===== src/source/l2_config_pkg.sv =====
/*
 * Cache geometry constants, vector types for addresses, tags, sets and lines,
 * and the helpers that split a word address into its set and tag
 */
package l2_config_pkg;
	localparam int addr_bits = 12;
	localparam int l2_set_bits = 4;
	localparam int l2_num_sets = 1 << l2_set_bits;
	localparam int l1_set_bits = 3;
	localparam int l1_num_sets = 1 << l1_set_bits;
	localparam int l1_num_ways = 2;
	localparam int num_cores = 2;
	localparam int default_l2_ways = 2;

	typedef logic [addr_bits - 1:0] addr_t;
	typedef logic [l2_set_bits - 1:0] l2_set_t;
	typedef logic [addr_bits - l2_set_bits - 1:0] l2_tag_t;
	typedef logic [l1_set_bits - 1:0] l1_set_t;
	typedef logic [addr_bits - l1_set_bits - 1:0] l1_tag_t;
	typedef logic [31:0] line_t;
	typedef logic [$clog2(num_cores) - 1:0] core_t;
	typedef logic [$clog2(l1_num_ways) - 1:0] l1_way_t;

	// The set index is the low part of the word address, the tag is the rest
	function automatic l2_set_t l2_set_of(addr_t address);
		return address[l2_set_bits - 1:0];
	endfunction

	function automatic l2_tag_t l2_tag_of(addr_t address);
		return address[addr_bits - 1:l2_set_bits];
	endfunction

	// The L1 data cache has fewer sets, so its tag is one bit wider
	function automatic l1_set_t l1_set_of(addr_t address);
		return address[l1_set_bits - 1:0];
	endfunction

	function automatic l1_tag_t l1_tag_of(addr_t address);
		return address[addr_bits - 1:l1_set_bits];
	endfunction
endpackage


===== src/source/l2_request_pkg.sv =====
/*
 * Operation and unit encodings, plus the request and response packets
 * exchanged with the L1 caches
 */
package l2_request_pkg;
	typedef enum logic [1:0]
	{
		op_load,
		op_store,
		op_flush,
		op_dinvalidate
	} l2_op_t;

	// Which L1 cache of the core sent the request
	typedef enum logic
	{
		unit_icache,
		unit_dcache
	} unit_t;

	// A fill is the same load or store sent again with the memory data
	// in the data field and is_fill set
	typedef struct packed
	{
		l2_op_t op;
		unit_t unit;
		l2_config_pkg::core_t core;
		l2_config_pkg::l1_way_t l1_way;
		l2_config_pkg::addr_t address;
		l2_config_pkg::line_t data;
		logic is_fill;
	} l2_request_t;

	// One response per request, returned in request order
	typedef struct packed
	{
		l2_config_pkg::core_t core;
		l2_op_t op;
		logic hit;
		l2_config_pkg::line_t data;
		// Set when a dirty victim line has to go back to memory
		logic writeback;
		l2_config_pkg::addr_t writeback_address;
		l2_config_pkg::line_t writeback_data;
		// Requesting core had the line in its L1 data cache at an invalidate
		logic l1_had_line;
	} l2_response_t;
endpackage


===== src/source/l2_request_in.sv =====
/*
 * One-entry input buffer between the request handshake and the pipeline
 */
`timescale 1ns/1ns

module l2_request_in(
	input clk,
	input reset,
	input l2_request_pkg::l2_request_t request,
	input request_valid,
	output logic request_ready,
	input advance,
	output l2_request_pkg::l2_request_t in_request,
	output logic in_valid);

	logic load_slot;

	// The slot takes a new request when it is empty or its request moves
	// into the tag stage on this edge
	assign load_slot = !in_valid || advance;
	assign request_ready = load_slot;

	always_ff @(posedge clk, posedge reset)
	begin
		if (reset)
			in_valid <= 1'b0;
		else if (load_slot)
			in_valid <= request_valid;
	end

	// Request payload held in the slot until the tag stage takes it
	always_ff @(posedge clk)
	begin
		if (load_slot)
			in_request <= request;
	end
endmodule


===== src/source/l2_cache_tag.sv =====
/*
 * L2 tag stage with tag, valid, dirty, replacement and L1 directory arrays,
 * lookup of the incoming request and forwarding of same-cycle updates
 */
`timescale 1ns/1ns

module l2_cache_tag #(
	parameter int l2_ways = l2_config_pkg::default_l2_ways,
	localparam int way_bits = (l2_ways > 1) ? $clog2(l2_ways) : 1)
(
	input clk,
	input reset,
	input advance,
	input l2_request_pkg::l2_request_t in_request,
	input in_valid,
	input update_tag_enable,
	input l2_config_pkg::l2_set_t update_tag_set,
	input [way_bits - 1:0] update_tag_way,
	input l2_config_pkg::l2_tag_t update_tag_tag,
	input update_tag_valid,
	input l2_config_pkg::l2_set_t update_dirty_set,
	input [l2_ways - 1:0] update_dirty_mask,
	input new_dirty,
	input update_directory,
	input l2_config_pkg::core_t update_dir_core,
	input l2_config_pkg::l1_set_t update_dir_set,
	input l2_config_pkg::l1_way_t update_dir_way,
	input l2_config_pkg::l1_tag_t update_dir_tag,
	input update_dir_valid,
	output l2_request_pkg::l2_request_t tag_request,
	output logic tag_valid_out,
	output l2_config_pkg::l2_tag_t [l2_ways - 1:0] tag_l2_tag,
	output logic [l2_ways - 1:0] tag_l2_valid,
	output logic [l2_ways - 1:0] tag_l2_dirty,
	output logic [way_bits - 1:0] tag_miss_fill_way,
	output logic tag_l1_has_line,
	output l2_config_pkg::l1_way_t tag_l1_way);

	import l2_config_pkg::*;

	l2_tag_t tag_array [l2_ways][l2_num_sets];
	logic [l2_ways - 1:0] valid_array [l2_num_sets];
	logic [l2_ways - 1:0] dirty_array [l2_num_sets];
	logic [way_bits - 1:0] replace_ptr [l2_num_sets];
	l1_tag_t l1_tag_array [num_cores][l1_num_sets][l1_num_ways];
	logic [l1_num_ways - 1:0] l1_valid_array [num_cores][l1_num_sets];

	l2_set_t req_set;
	l1_set_t req_l1_set;
	l1_tag_t req_l1_tag;
	l2_tag_t [l2_ways - 1:0] set_tags;
	logic [l2_ways - 1:0] set_valid;
	logic [l2_ways - 1:0] set_dirty;
	logic [way_bits - 1:0] set_ptr;
	l1_tag_t [l1_num_ways - 1:0] l1_tags;
	logic [l1_num_ways - 1:0] l1_valid;
	logic [way_bits - 1:0] fill_way;
	logic l1_has_line;
	l1_way_t l1_way;

	// Round-robin step that also wraps for a way count that is not a power of two
	function automatic logic [way_bits - 1:0] ptr_step(logic [way_bits - 1:0] ptr);
		if (ptr == way_bits'(l2_ways - 1))
			return '0;
		return ptr + 1'b1;
	endfunction

	assign req_set = l2_set_of(in_request.address);
	assign req_l1_set = l1_set_of(in_request.address);
	assign req_l1_tag = l1_tag_of(in_request.address);

	always_comb
	begin
		// Stored state of the requested set
		for (int w = 0; w < l2_ways; w++)
			set_tags[w] = tag_array[w][req_set];
		set_valid = valid_array[req_set];
		set_dirty = dirty_array[req_set];
		set_ptr = replace_ptr[req_set];
		for (int v = 0; v < l1_num_ways; v++)
			l1_tags[v] = l1_tag_array[in_request.core][req_l1_set][v];
		l1_valid = l1_valid_array[in_request.core][req_l1_set];

		// The dir stage writes these at the same edge that registers this lookup,
		// so merge its updates in here or the next request would see stale state
		if (update_tag_enable && update_tag_set == req_set)
		begin
			set_tags[update_tag_way] = update_tag_tag;
			set_valid[update_tag_way] = update_tag_valid;
			if (update_tag_valid)
				set_ptr = ptr_step(set_ptr);
		end
		if (update_dirty_set == req_set)
			set_dirty = (set_dirty & ~update_dirty_mask) | ({l2_ways{new_dirty}} & update_dirty_mask);
		if (update_directory && update_dir_core == in_request.core && update_dir_set == req_l1_set)
		begin
			l1_tags[update_dir_way] = update_dir_tag;
			l1_valid[update_dir_way] = update_dir_valid;
		end

		// Lowest invalid way wins, the replacement pointer only when the set is full
		fill_way = set_ptr;
		for (int w = l2_ways - 1; w >= 0; w--)
		begin
			if (!set_valid[w])
				fill_way = way_bits'(w);
		end

		// Does the requesting core hold this line in either L1 way
		l1_has_line = 1'b0;
		l1_way = '0;
		for (int v = 0; v < l1_num_ways; v++)
		begin
			if (l1_valid[v] && l1_tags[v] == req_l1_tag)
			begin
				l1_has_line = 1'b1;
				l1_way = l1_way_t'(v);
			end
		end
	end

	// Control bits of the arrays, written by the dir stage
	always_ff @(posedge clk, posedge reset)
	begin
		if (reset)
		begin
			for (int s = 0; s < l2_num_sets; s++)
			begin
				valid_array[s] <= '0;
				dirty_array[s] <= '0;
				replace_ptr[s] <= '0;
			end
			for (int c = 0; c < num_cores; c++)
			begin
				for (int s = 0; s < l1_num_sets; s++)
					l1_valid_array[c][s] <= '0;
			end
			tag_valid_out <= 1'b0;
		end
		else if (advance)
		begin
			if (update_tag_enable)
			begin
				valid_array[update_tag_set][update_tag_way] <= update_tag_valid;
				// Every fill into the set moves its pointer on
				if (update_tag_valid)
					replace_ptr[update_tag_set] <= ptr_step(replace_ptr[update_tag_set]);
			end
			dirty_array[update_dirty_set] <= (dirty_array[update_dirty_set] & ~update_dirty_mask)
				| ({l2_ways{new_dirty}} & update_dirty_mask);
			if (update_directory)
				l1_valid_array[update_dir_core][update_dir_set][update_dir_way] <= update_dir_valid;
			tag_valid_out <= in_valid;
		end
	end

	// Tag storage and the lookup result register
	always_ff @(posedge clk)
	begin
		if (advance)
		begin
			if (update_tag_enable)
				tag_array[update_tag_way][update_tag_set] <= update_tag_tag;
			if (update_directory)
				l1_tag_array[update_dir_core][update_dir_set][update_dir_way] <= update_dir_tag;
			tag_request <= in_request;
			tag_l2_tag <= set_tags;
			tag_l2_valid <= set_valid;
			tag_l2_dirty <= set_dirty;
			tag_miss_fill_way <= fill_way;
			tag_l1_has_line <= l1_has_line;
			tag_l1_way <= l1_way;
		end
	end
endmodule


===== src/source/l2_cache_dir.sv =====
/*
 * L2 directory stage with hit detection, victim selection and the tag,
 * dirty and L1 directory updates sent back to the tag stage
 */
`timescale 1ns/1ns

module l2_cache_dir #(
	parameter int l2_ways = l2_config_pkg::default_l2_ways,
	localparam int way_bits = (l2_ways > 1) ? $clog2(l2_ways) : 1)
(
	input clk,
	input reset,
	input advance,
	input l2_request_pkg::l2_request_t tag_request,
	input tag_valid_out,
	input l2_config_pkg::l2_tag_t [l2_ways - 1:0] tag_l2_tag,
	input [l2_ways - 1:0] tag_l2_valid,
	input [l2_ways - 1:0] tag_l2_dirty,
	input [way_bits - 1:0] tag_miss_fill_way,
	input tag_l1_has_line,
	input l2_config_pkg::l1_way_t tag_l1_way,
	output logic update_tag_enable,
	output l2_config_pkg::l2_set_t update_tag_set,
	output logic [way_bits - 1:0] update_tag_way,
	output l2_config_pkg::l2_tag_t update_tag_tag,
	output logic update_tag_valid,
	output l2_config_pkg::l2_set_t update_dirty_set,
	output logic [l2_ways - 1:0] update_dirty_mask,
	output logic new_dirty,
	output logic update_directory,
	output l2_config_pkg::core_t update_dir_core,
	output l2_config_pkg::l1_set_t update_dir_set,
	output l2_config_pkg::l1_way_t update_dir_way,
	output l2_config_pkg::l1_tag_t update_dir_tag,
	output logic update_dir_valid,
	output l2_request_pkg::l2_request_t dir_request,
	output logic dir_valid,
	output logic dir_cache_hit,
	output logic [way_bits - 1:0] dir_hit_way,
	output logic [way_bits - 1:0] dir_fill_way,
	output logic dir_is_fill,
	output l2_config_pkg::l2_tag_t dir_old_tag,
	output logic dir_victim_dirty,
	output logic dir_l1_had_line);

	import l2_config_pkg::*;
	import l2_request_pkg::*;

	l2_tag_t requested_tag;
	logic [l2_ways - 1:0] hit_way_oh;
	logic cache_hit;
	logic [way_bits - 1:0] hit_way;
	logic [way_bits - 1:0] victim_way;
	logic is_fill;
	logic is_store;
	logic is_flush;
	logic is_invalidate;
	logic is_dcache_load;
	logic update_dirty;

	assign requested_tag = l2_tag_of(tag_request.address);
	assign is_fill = tag_request.is_fill;
	assign is_store = tag_request.op == op_store;
	assign is_flush = tag_request.op == op_flush;
	assign is_invalidate = tag_request.op == op_dinvalidate;
	assign is_dcache_load = tag_request.op == op_load && tag_request.unit == unit_dcache;

	// A way hits when it is valid and holds the requested tag
	always_comb
	begin
		for (int w = 0; w < l2_ways; w++)
			hit_way_oh[w] = tag_l2_valid[w] && tag_l2_tag[w] == requested_tag;
	end

	assign cache_hit = |hit_way_oh;

	// OR of the indices of set bits, which is exact while the match is one-hot
	always_comb
	begin
		hit_way = '0;
		for (int w = 0; w < l2_ways; w++)
		begin
			if (hit_way_oh[w])
				hit_way = hit_way | way_bits'(w);
		end
	end

	// A fill replaces the fill way; a flush writes back the line it hit
	assign victim_way = is_fill ? tag_miss_fill_way : hit_way;

	// Tag and valid change on a fill, or on an invalidate of a line that is present
	assign update_tag_enable = tag_valid_out && (is_fill || (is_invalidate && cache_hit));
	assign update_tag_set = l2_set_of(tag_request.address);
	assign update_tag_way = is_invalidate ? hit_way : tag_miss_fill_way;
	assign update_tag_tag = requested_tag;
	assign update_tag_valid = !is_invalidate;

	// Dirty bits move on a fill, a store hit or a flush hit
	assign update_dirty = tag_valid_out && (is_fill || (cache_hit && (is_store || is_flush)));
	assign update_dirty_set = l2_set_of(tag_request.address);

	always_comb
	begin
		for (int w = 0; w < l2_ways; w++)
		begin
			update_dirty_mask[w] = update_dirty
				&& (is_fill ? tag_miss_fill_way == way_bits'(w) : hit_way_oh[w]);
		end

		// A filled line is dirty only when the store that caused it lands in it
		if (is_fill)
			new_dirty = is_store;
		else if (is_flush)
			new_dirty = 1'b0;
		else
			new_dirty = 1'b1;
	end

	// The directory tracks lines pushed to the L1 data caches, which only
	// happens for data loads; stores do not allocate in L1
	assign update_directory = tag_valid_out
		&& ((is_dcache_load && (cache_hit || is_fill)) || (is_invalidate && tag_l1_has_line));
	assign update_dir_core = tag_request.core;
	assign update_dir_set = l1_set_of(tag_request.address);
	assign update_dir_way = is_invalidate ? tag_l1_way : tag_request.l1_way;
	assign update_dir_tag = l1_tag_of(tag_request.address);
	assign update_dir_valid = !is_invalidate;

	always_ff @(posedge clk, posedge reset)
	begin
		if (reset)
			dir_valid <= 1'b0;
		else if (advance)
			dir_valid <= tag_valid_out;
	end

	always_ff @(posedge clk)
	begin
		if (advance)
		begin
			dir_request <= tag_request;
			dir_cache_hit <= cache_hit;
			dir_hit_way <= hit_way;
			dir_fill_way <= tag_miss_fill_way;
			dir_is_fill <= is_fill;
			dir_old_tag <= tag_l2_tag[victim_way];
			dir_victim_dirty <= tag_l2_dirty[victim_way] && tag_l2_valid[victim_way];
			dir_l1_had_line <= tag_l1_has_line;
		end
	end
endmodule


===== src/source/l2_cache_read.sv =====
/*
 * L2 read stage holding the line data, with fill and store writes,
 * writeback capture and the response register
 */
`timescale 1ns/1ns

module l2_cache_read #(
	parameter int l2_ways = l2_config_pkg::default_l2_ways,
	localparam int way_bits = (l2_ways > 1) ? $clog2(l2_ways) : 1)
(
	input clk,
	input reset,
	input advance,
	input l2_request_pkg::l2_request_t dir_request,
	input dir_valid,
	input dir_cache_hit,
	input [way_bits - 1:0] dir_hit_way,
	input [way_bits - 1:0] dir_fill_way,
	input dir_is_fill,
	input l2_config_pkg::l2_tag_t dir_old_tag,
	input dir_victim_dirty,
	input dir_l1_had_line,
	output l2_request_pkg::l2_response_t response,
	output logic response_valid);

	import l2_config_pkg::*;
	import l2_request_pkg::*;

	line_t data_array [l2_ways][l2_num_sets];

	l2_set_t req_set;
	logic [way_bits - 1:0] read_way;
	line_t read_line;
	logic store_hit;
	l2_response_t next_response;

	assign req_set = l2_set_of(dir_request.address);

	// On a fill this is the victim about to be overwritten, otherwise the hit line
	assign read_way = dir_is_fill ? dir_fill_way : dir_hit_way;
	assign read_line = data_array[read_way][req_set];
	assign store_hit = dir_request.op == op_store && dir_cache_hit && !dir_is_fill;

	always_comb
	begin
		next_response.core = dir_request.core;
		next_response.op = dir_request.op;
		next_response.hit = dir_cache_hit;

		// A fill answers with the memory data, a store with what it wrote
		if (dir_is_fill || dir_request.op == op_store)
			next_response.data = dir_request.data;
		else if (dir_cache_hit)
			next_response.data = read_line;
		else
			next_response.data = '0;

		// Dirty victim of a fill, or a dirty line hit by a flush
		next_response.writeback = dir_victim_dirty
			&& (dir_is_fill || (dir_request.op == op_flush && dir_cache_hit));
		if (next_response.writeback)
		begin
			next_response.writeback_address = {dir_old_tag, req_set};
			next_response.writeback_data = read_line;
		end
		else
		begin
			next_response.writeback_address = '0;
			next_response.writeback_data = '0;
		end

		next_response.l1_had_line = dir_l1_had_line && dir_request.op == op_dinvalidate;
	end

	// Line data, written after the old contents have been captured above
	always_ff @(posedge clk)
	begin
		if (advance && dir_valid)
		begin
			if (dir_is_fill)
				data_array[dir_fill_way][req_set] <= dir_request.data;
			else if (store_hit)
				data_array[dir_hit_way][req_set] <= dir_request.data;
		end
	end

	always_ff @(posedge clk, posedge reset)
	begin
		if (reset)
			response_valid <= 1'b0;
		else if (advance)
			response_valid <= dir_valid;
	end

	// Held while the consumer is not ready, since advance is then low
	always_ff @(posedge clk)
	begin
		if (advance)
			response <= next_response;
	end
endmodule


===== src/source/l2_cache.sv =====
/*
 * L2 cache top level with the input buffer, tag, dir and read stages
 * and the pipeline-wide stall
 */
`timescale 1ns/1ns

module l2_cache #(
	parameter int l2_ways = l2_config_pkg::default_l2_ways)
(
	input clk,
	input reset,
	input l2_request_pkg::l2_request_t request,
	input request_valid,
	output logic request_ready,
	output l2_request_pkg::l2_response_t response,
	output logic response_valid,
	input response_ready);

	import l2_config_pkg::*;
	import l2_request_pkg::*;

	localparam int way_bits = (l2_ways > 1) ? $clog2(l2_ways) : 1;

	logic advance;

	// Input buffer to tag stage
	l2_request_t in_request;
	logic in_valid;

	// Tag stage to dir stage
	l2_request_t tag_request;
	logic tag_valid_out;
	l2_tag_t [l2_ways - 1:0] tag_l2_tag;
	logic [l2_ways - 1:0] tag_l2_valid;
	logic [l2_ways - 1:0] tag_l2_dirty;
	logic [way_bits - 1:0] tag_miss_fill_way;
	logic tag_l1_has_line;
	l1_way_t tag_l1_way;

	// Updates from the dir stage back into the tag stage arrays
	logic update_tag_enable;
	l2_set_t update_tag_set;
	logic [way_bits - 1:0] update_tag_way;
	l2_tag_t update_tag_tag;
	logic update_tag_valid;
	l2_set_t update_dirty_set;
	logic [l2_ways - 1:0] update_dirty_mask;
	logic new_dirty;
	logic update_directory;
	core_t update_dir_core;
	l1_set_t update_dir_set;
	l1_way_t update_dir_way;
	l1_tag_t update_dir_tag;
	logic update_dir_valid;

	// Dir stage to read stage
	l2_request_t dir_request;
	logic dir_valid;
	logic dir_cache_hit;
	logic [way_bits - 1:0] dir_hit_way;
	logic [way_bits - 1:0] dir_fill_way;
	logic dir_is_fill;
	l2_tag_t dir_old_tag;
	logic dir_victim_dirty;
	logic dir_l1_had_line;

	// The whole pipeline freezes while a response waits for the consumer
	assign advance = !(response_valid && !response_ready);

	l2_request_in request_in(.*);

	l2_cache_tag #(.l2_ways(l2_ways)) tag_stage(.*);

	l2_cache_dir #(.l2_ways(l2_ways)) dir_stage(.*);

	l2_cache_read #(.l2_ways(l2_ways)) read_stage(.*);
endmodule


===== config.mk =====
export PLATFORM = sky130hd
export DESIGN_NAME = l2_cache
export DESIGN_NICKNAME = d
export VERILOG_FILES = /design/src/source/l2_config_pkg.sv /design/src/source/l2_request_pkg.sv /design/src/source/l2_request_in.sv /design/src/source/l2_cache_tag.sv /design/src/source/l2_cache_dir.sv /design/src/source/l2_cache_read.sv /design/src/source/l2_cache.sv
export SDC_FILE = /design/constraint.sdc
export NUM_CORES = 2
export LEC_CHECK = 0
export BUFFER_PORTS_ARGS = -buffer_cell sky130_fd_sc_hd__buf_2
export CAP_MARGIN = 10
export CORE_UTILIZATION = 62
export DETAILED_ROUTE_END_ITERATION = 8
export PLACE_DENSITY = 0.9
export SLEW_MARGIN = 20
export SYNTH_ARGS = -nofsm -noshare
export SYNTH_HDL_FRONTEND = slang
export SYNTH_SLANG_ARGS = --single-unit

===== constraint.sdc =====
create_clock -name clk -period 8.6 [get_ports clk]
set_input_delay 1.29 -clock clk [delete_from_list [all_inputs] [get_ports clk]]
set_output_delay 1.29 -clock clk [all_outputs]
set_load 0.01 [all_outputs]

**Word-level counts from Yosys, hierarchy flattened**

Memories as Yosys holds them, arrays and structs flattened. A register that Yosys moved wholly into a read port is not among the register bits.
Cells that the tools add are included.

- Register bits after elaboration: 374
- Word-level logic and storage cells: 337
- Memories: 3
- Bits in writable memories: 1568

Memories:

| name | depth | width | rd ports | clocked after memory_dff | wr ports | line | source |
|---|---|---|---|---|---|---|---|
| read_stage.data_array | 2 | 512 | 1 | 0 | 1 | l2_cache_read.sv:29 | `line_t data_array [l2_ways][l2_num_sets];` |
| tag_stage.l1_tag_array | 2 | 144 | 1 | 1 | 1 | l2_cache_tag.sv:45 | `l1_tag_t l1_tag_array [num_cores][l1_num_sets][l1_num_ways];` |
| tag_stage.tag_array | 2 | 128 | 2 | 0 | 1 | l2_cache_tag.sv:41 | `l2_tag_t tag_array [l2_ways][l2_num_sets];` |

- $lt $le $gt $ge: 18
- Multiplexer cells: 125
- Reductions and logical operators: 51
- Eq/ne operators: 13
- Bitwise operators: 17
- $add $sub $neg: 2

Operators with widths:

| cell | count |
|---|---|
| 512-bit 2-to-1 mux | 4 |
| 512-bit OR reduction | 1 |
| 32-bit 2-to-1 mux | 5 |
| 144-bit 2-to-1 mux | 1 |
| 32-bit binary-select mux with 4-bit select | 1 |
| 32-bit demux with 4-bit select | 1 |
| 128-bit 2-to-1 mux | 1 |
| 32-bit bitwise mux | 3 |
| 16-bit 2-to-1 mux | 5 |
| 18-bit 2-to-1 mux | 4 |
| 8-bit binary-select mux with 4-bit select | 2 |
| 8-bit 2-to-1 mux | 8 |
| 18-bit binary-select mux with 3-bit select | 1 |
| 18-bit demux with 3-bit select | 1 |
| 1-bit 2-to-1 mux | 50 |
| 16-bit bitwise mux | 2 |
| 8-bit demux with 4-bit select | 1 |
| 1-bit logical AND | 32 |
| 2-bit 2-to-1 mux | 14 |
| 2-bit binary-select mux with 4-bit select | 3 |
| 18-bit bitwise mux | 1 |
| 9-bit demux with 1-bit select | 2 |
| 9-bit equality test | 2 |
| 9-bit 2-to-1 mux | 2 |
| other kinds (37) | 79 |

**Depth between registers and ports, before layout**

- Word-level depth: 13
- Mapped depth: 11
- Depth with buffers taken out: 10

**Hierarchy**

Synthesis repeated with hierarchy kept, for this count alone.

- Cell total of the unflattened synthesis: 4761
- Area total of the unflattened synthesis: 80681.1 µm²

By module, submodules not included:

| module | seq. area each (µm²) | area each (µm²) | cells each | times used |
|---|---|---|---|---|
| l2_cache_read | 33236.9 | 46557.2 | 3017 | 1 |
| l2_cache_tag | 21355.5 | 29862.4 | 1527 | 1 |
| l2_cache_dir | 1916.8 | 2702.6 | 162 | 1 |
| l2_request_in | 1526.5 | 1552.7 | 54 | 1 |
| l2_cache | 0.0 | 6.3 | 1 | 1 |

**Worst setup path before layout**

OpenSTA, ideal clock, no wires.

- Kind: input port to flip-flop
- Start: in response_ready
- End: mem read_stage.data_array[0][448] (netlist bit), enable pin
- Slack: 0.199 ns
- Stages: 6
- Data required time: 8.179 ns
- Buffers on the path: 0
- Data arrival time: 7.979 ns
- Cells stage by stage: nor2b_1 inv_1 nand3_1 mux2i_1 nand4b_1 nor2_1

- Word-level cells in the longest chain between the ends: 8
- Elaborated cells on any way between the ends: 11
- Those cells by class: mux (6); reduce/logical (5)

Ends and longest elaborated chain:

| element | line | source |
|---|---|---|
| start, declared | l2_cache.sv:17 | `input response_ready);` |
| 1-bit logical NOT * | l2_cache.sv:68 | `assign advance = !(response_valid && !response_ready);` |
| 1-bit logical AND * | l2_cache.sv:68 |  |
| 1-bit logical NOT * | l2_cache.sv:68 |  |
| 1-bit logical AND * | l2_cache_read.sv:78 | `if (advance && dir_valid)` |
| 1-bit 2-to-1 mux | l2_cache_read.sv:78 |  |
| 512-bit 2-to-1 mux (implied by the code) | l2_cache_read.sv:83 | `data_array[dir_hit_way][req_set] <= dir_request.data;` |
| 512-bit OR reduction (no line) | -- |  |
| 1-bit 2-to-1 mux (no line) / 512-bit 2-to-1 mux (equally long branches) | -- |  |
| end, declared | l2_cache_read.sv:29 |  |

Every way passes the cells marked *; elsewhere a longest branch is shown, timed or not.

**Worst setup path after layout**

- Start: reg, netlist name tag_stage.tag_request[42]
- End: mem tag_stage.l1_tag_array[1][136] (netlist bit), enable pin

- Word-level cells in the longest chain between the ends: 10
- Elaborated cells on any way between the ends: 12
- Those cells by class: eq/ne (2); mux (3); reduce/logical (7)

Ends and longest elaborated chain:

| element | line | source |
|---|---|---|
| 8-bit equality test | l2_cache_dir.sv:72 | `hit_way_oh[w] = tag_l2_valid[w] && tag_l2_tag[w] == requested_tag;` |
| 1-bit logical AND | l2_cache_dir.sv:72 |  |
| 2-bit OR reduction * | l2_cache_dir.sv:75 | `assign cache_hit = \|hit_way_oh;` |
| 1-bit logical OR * | l2_cache_dir.sv:122 | `&& ((is_dcache_load && (cache_hit \|\| is_fill)) \|\| (is_invalidate && tag_l1_has_line));` |
| 1-bit logical AND * | l2_cache_dir.sv:122 |  |
| 1-bit logical OR * | l2_cache_dir.sv:122 |  |
| 1-bit logical AND * | l2_cache_dir.sv:122 |  |
| 1-bit 2-to-1 mux * | l2_cache_tag.sv:164 | `if (update_directory)` |
| 1-bit 2-to-1 mux * | l2_cache_tag.sv:160 | `if (advance)` |
| 144-bit 2-to-1 mux (implied by the code) * | l2_cache_tag.sv:165 | `l1_tag_array[update_dir_core][update_dir_set][update_dir_way] <= update_dir_tag;` |
| end, declared | l2_cache_tag.sv:45 |  |

Marks and branches as above.

==> metrics.md <==
| Metric | Value |
|---|---|
| Max Root-Sink Buffers | 3 |
| Tcrit/Tclk final | 0.632 |
| Status | finished clean |
| Slew @ Worst Pin | 1.26 ns |
| Post-CTS Resized | 0 |
| TritonCTS clock tree | yes |
| Vias in the first global route | 39.1k |
| Post-route cell area | 0.0844 mm^2 |
| Met2 Use GR | 0.579 |
| Yosys top cell by area | edfxtp_1 |
| Clk_lat worst skew | 0.84 ns |
| CP endpoint kind | register |
| Clock-pin slew on the worst setup and hold paths | 0.07 ns |
| Max incr delay on CP | 1.01 ns |
| Share of cells above drive strength 1 | 0.304 |
| Slew headroom | 0.158 |
| DRC viols | 0 |
| Worst Hold Class | register to register |
| GR Overflow Total | 0 |
| Setup_tns | 0 ns |
| Final Net Count | 3712 |
| Cells after synthesis | 3423 |
| Initial antenna violation count | 13 |
| Crit-path slowest cell | nor2_1 |
| Synth Cell Area | 0.0753 mm^2 |
| Starting DRT DRC Count | 6585 |
| Core area | 0.120 mm^2 |
| Crit path kind | register to register |
| Area grow syn2layout | 12.0% |
| Hpwl dp | 113000 um |
| CTS Buf Count | 181 |
| Crit path time final | 5.44 ns |
| Syn_nets | 3481 |
| Final GP Congestion | 0.874 |
| M1 GR Usage | 0.403 |
| Synth async-reset ratio | 0.0597 |
| Via density | 7.29 |
| Die ar. | 0.123 mm^2 |
| Critical Path RT | 9.05 ns |
| Max FO, Critical Path | 49 |
| Post-synthesis sequential area ratio | 0.767 |
| Startpoint Class | register |
| Critical-path cell list | buf_4 > xnor2_1 > nand4_1 > nor3_4 > o311ai_1 > a21oi_1 > nand3_1 > nor2_1 |
| Routed WL | 209000 um |
| First-pass GRT wire length | 287000 um |
| Root buffer cell | clkbuf_16 |
| GR Layer Usage met3 | 0.0683 |
| Post-synth top area share | 0.728 |
| Largest net degree at the start of global routing | 139 |
| Die X | 351 um |
| Main flop type after synthesis | edfxtp_1 |
| Top delay family on crit path | simple AND/OR/NAND/NOR gates |
| Routed Antenna Nets | 0 |
| PortBufs | 137 |
| Total track usage | 0.338 |
| Initial Utilization | 0.627 |
| Ranking of synthesized cells by area | edfxtp_1 73%, mux4_2 16%, dfrtp_1 3.9% |
| MaxCap Viol Count | 0 |
| IO Pins | 138 |
| Post-synthesis cell type count | 72 |
| Placed cell area | 0.0782 mm^2 |
| Via count | 39.5k |
| Post-synth EDFFs | 1826 |
| Max Slew Vio Count | 0 |
| Final Skew | 0.0395 ns |
| Crit path DAT | 5.89 ns |
| Hold buffer count at cts | 0 |
| Chip height | 351 um |
| Yosys warns | 0 |
| Setup violations, final | 0 |
| Bufs and invs on worst path | 1 |
| Synthesized flop and latch total | 1943 |
| Peak supply drop | 0.294 mV |
| # Post-CTS Setup Buffers | 0 |
| Hold Vio Cnt, Final | 0 |
| RSZ-0062 raised after global routing | false |
| Pleak | 27.6 nW |
| Power density over cell area | 312 mW/mm^2 |
| Drt pass-1 iters | 6 |
| Std cell rows | 127 |
| Num Clock Sinks | 1943 |
| Busiest grt layer | met2 |
| Mean Syn Cell Area | 22.0 um^2 |
| Wire length per cell | 38.5 um |
| Fmax | 184 MHz |
| H-tree Lvls | 4 |
cells in the mapped netlist, drive strengths merged, types with 21 or more instances:
cell and count:
a21oi 26, buf 82, clkbuf 107, dfrtp 116, edfxtp 1826, inv 21, mux2 78, mux2i 42
mux4 531, nand2 88, nor2 162, o21ai 126, o31ai 35, xnor2 28
power breakdown:
part           switching [mW]  internal (mW)  total, mW
clock                    3.63           4.26       7.89
sequential              0.498           11.8       12.3
combinational            3.89           2.23       6.12
per-stage QoR:
step | hold slack [ns] | util | total power, mW | std cells | setup slack (ns)
final | 0.414 | 0.702 | 26.3 | 5420 | 3.16
after floorplan | 0.400 | - | 15.9 | 3423 | 0.199
after CTS | 0.415 | 0.698 | 26.1 | 5395 | 3.34
after detailed placement | 0.405 | 0.651 | 18.2 | 5064 | 3.22
after global routing | 0.427 | 0.702 | 26.8 | 5414 | 3.00
after global placement | 0.403 | 0.650 | 17.9 | 5062 | 3.58
cell usage in the layout, fill, tap and decap left out, types with 34 or more instances in the layout:
cell type / synthesis / routed
edfxtp_1: 1826 / 1826
mux4_2: 529 / 529
clkbuf_16: 0 / 182
buf_2: 39 / 137
nor2_1: 162 / 129
dfrtp_1: 116 / 116
o21ai_0: 113 / 112
nand2_1: 88 / 87
mux2_2: 78 / 78
buf_4: 5 / 76
mux2i_1: 42 / 41
clkinv_1: 1 / 40
clkbuf_1: 106 / 40
o31ai_1: 34 / 34
state kept, by name, indices dropped and copies added (netlist names), 2 cells and up, named ones only:
signal / cells
request_in.in_request: 50
tag_stage.l1_valid_array: 32
tag_stage.tag_l2_valid: 2
read_stage.response: 82
dir_stage.dir_old_tag: 8
tag_stage.tag_request: 50
read_stage.data_array: 1024
tag_stage.l1_tag_array: 288
tag_stage.tag_l2_tag: 16
tag_stage.valid_array: 32
tag_stage.tag_l2_dirty: 2
tag_stage.replace_ptr: 16
dir_stage.dir_request: 39
tag_stage.dirty_array: 32
tag_stage.tag_array: 256
layer usage:
| layer | vias to the layer above | part of all wire | routed length [um] |
|---|---|---|---|
| met1 | 20366 | 0.31 | 65000 |
| li1 | 14713 | - | - |
| met4 | 4 | 0.068 | 14200 |
| met3 | 724 | 0.10 | 21500 |
| met5 | - | 0.00018 | 38 |
| met2 | 3683 | 0.52 | 108000 |
final timing paths:
kind                       cells past startpoint                      start                              to  slack (ns)
hold reg to reg                                0   tag_stage.tag_request[3]        dir_stage.dir_request[3]        0.41
setup reg to reg                               8  tag_stage.tag_request[42]  tag_stage.l1_tag_array[1][136]        3.16
max in group asynchronous                      3                      reset       tag_stage.valid_array[14]        6.72
min in group asynchronous                      2                      reset        tag_stage.dirty_array[8]        0.58
hold / removal                                 0   tag_stage.tag_request[3]        dir_stage.dir_request[3]        0.41
setup / recovery                               8  tag_stage.tag_request[42]  tag_stage.l1_tag_array[1][136]        3.16
area by class of cell:
class / count / area, um^2
clock inverter: 105 / 928
multi-input combinational: 1269 / 17000
antenna: 6 / 15.0
sequential: 1943 / 57800
inverter: 22 / 92.6
fill: 6547 / 35800
timing repair buffer: 237 / 1830
clock buffer: 226 / 4760
tap: 1612 / 2020
cell families (layout without fill, tap and decap cells):
| family | Yosys count | count (layout) | share of synthesized area |
|---|---|---|---|
| flip-flops | 1943 | 1943 | 0.767 |
| multiplexers | 651 | 651 | 0.176 |
| AND/OR/NAND/NOR | 347 | 347 | 0.0217 |
| AO/OA/AOI/OAI | 232 | 232 | 0.0187 |
| buffers and inverters | 211 | 590 | 0.0120 |
| XOR/XNOR | 35 | 35 | 0.00427 |
| adder cells (fa/ha/maj) | 4 | 4 | 0.000664 |
| other | 0 | 6 | 0 |
No activity file was read; power rests on OpenSTA's default activity.
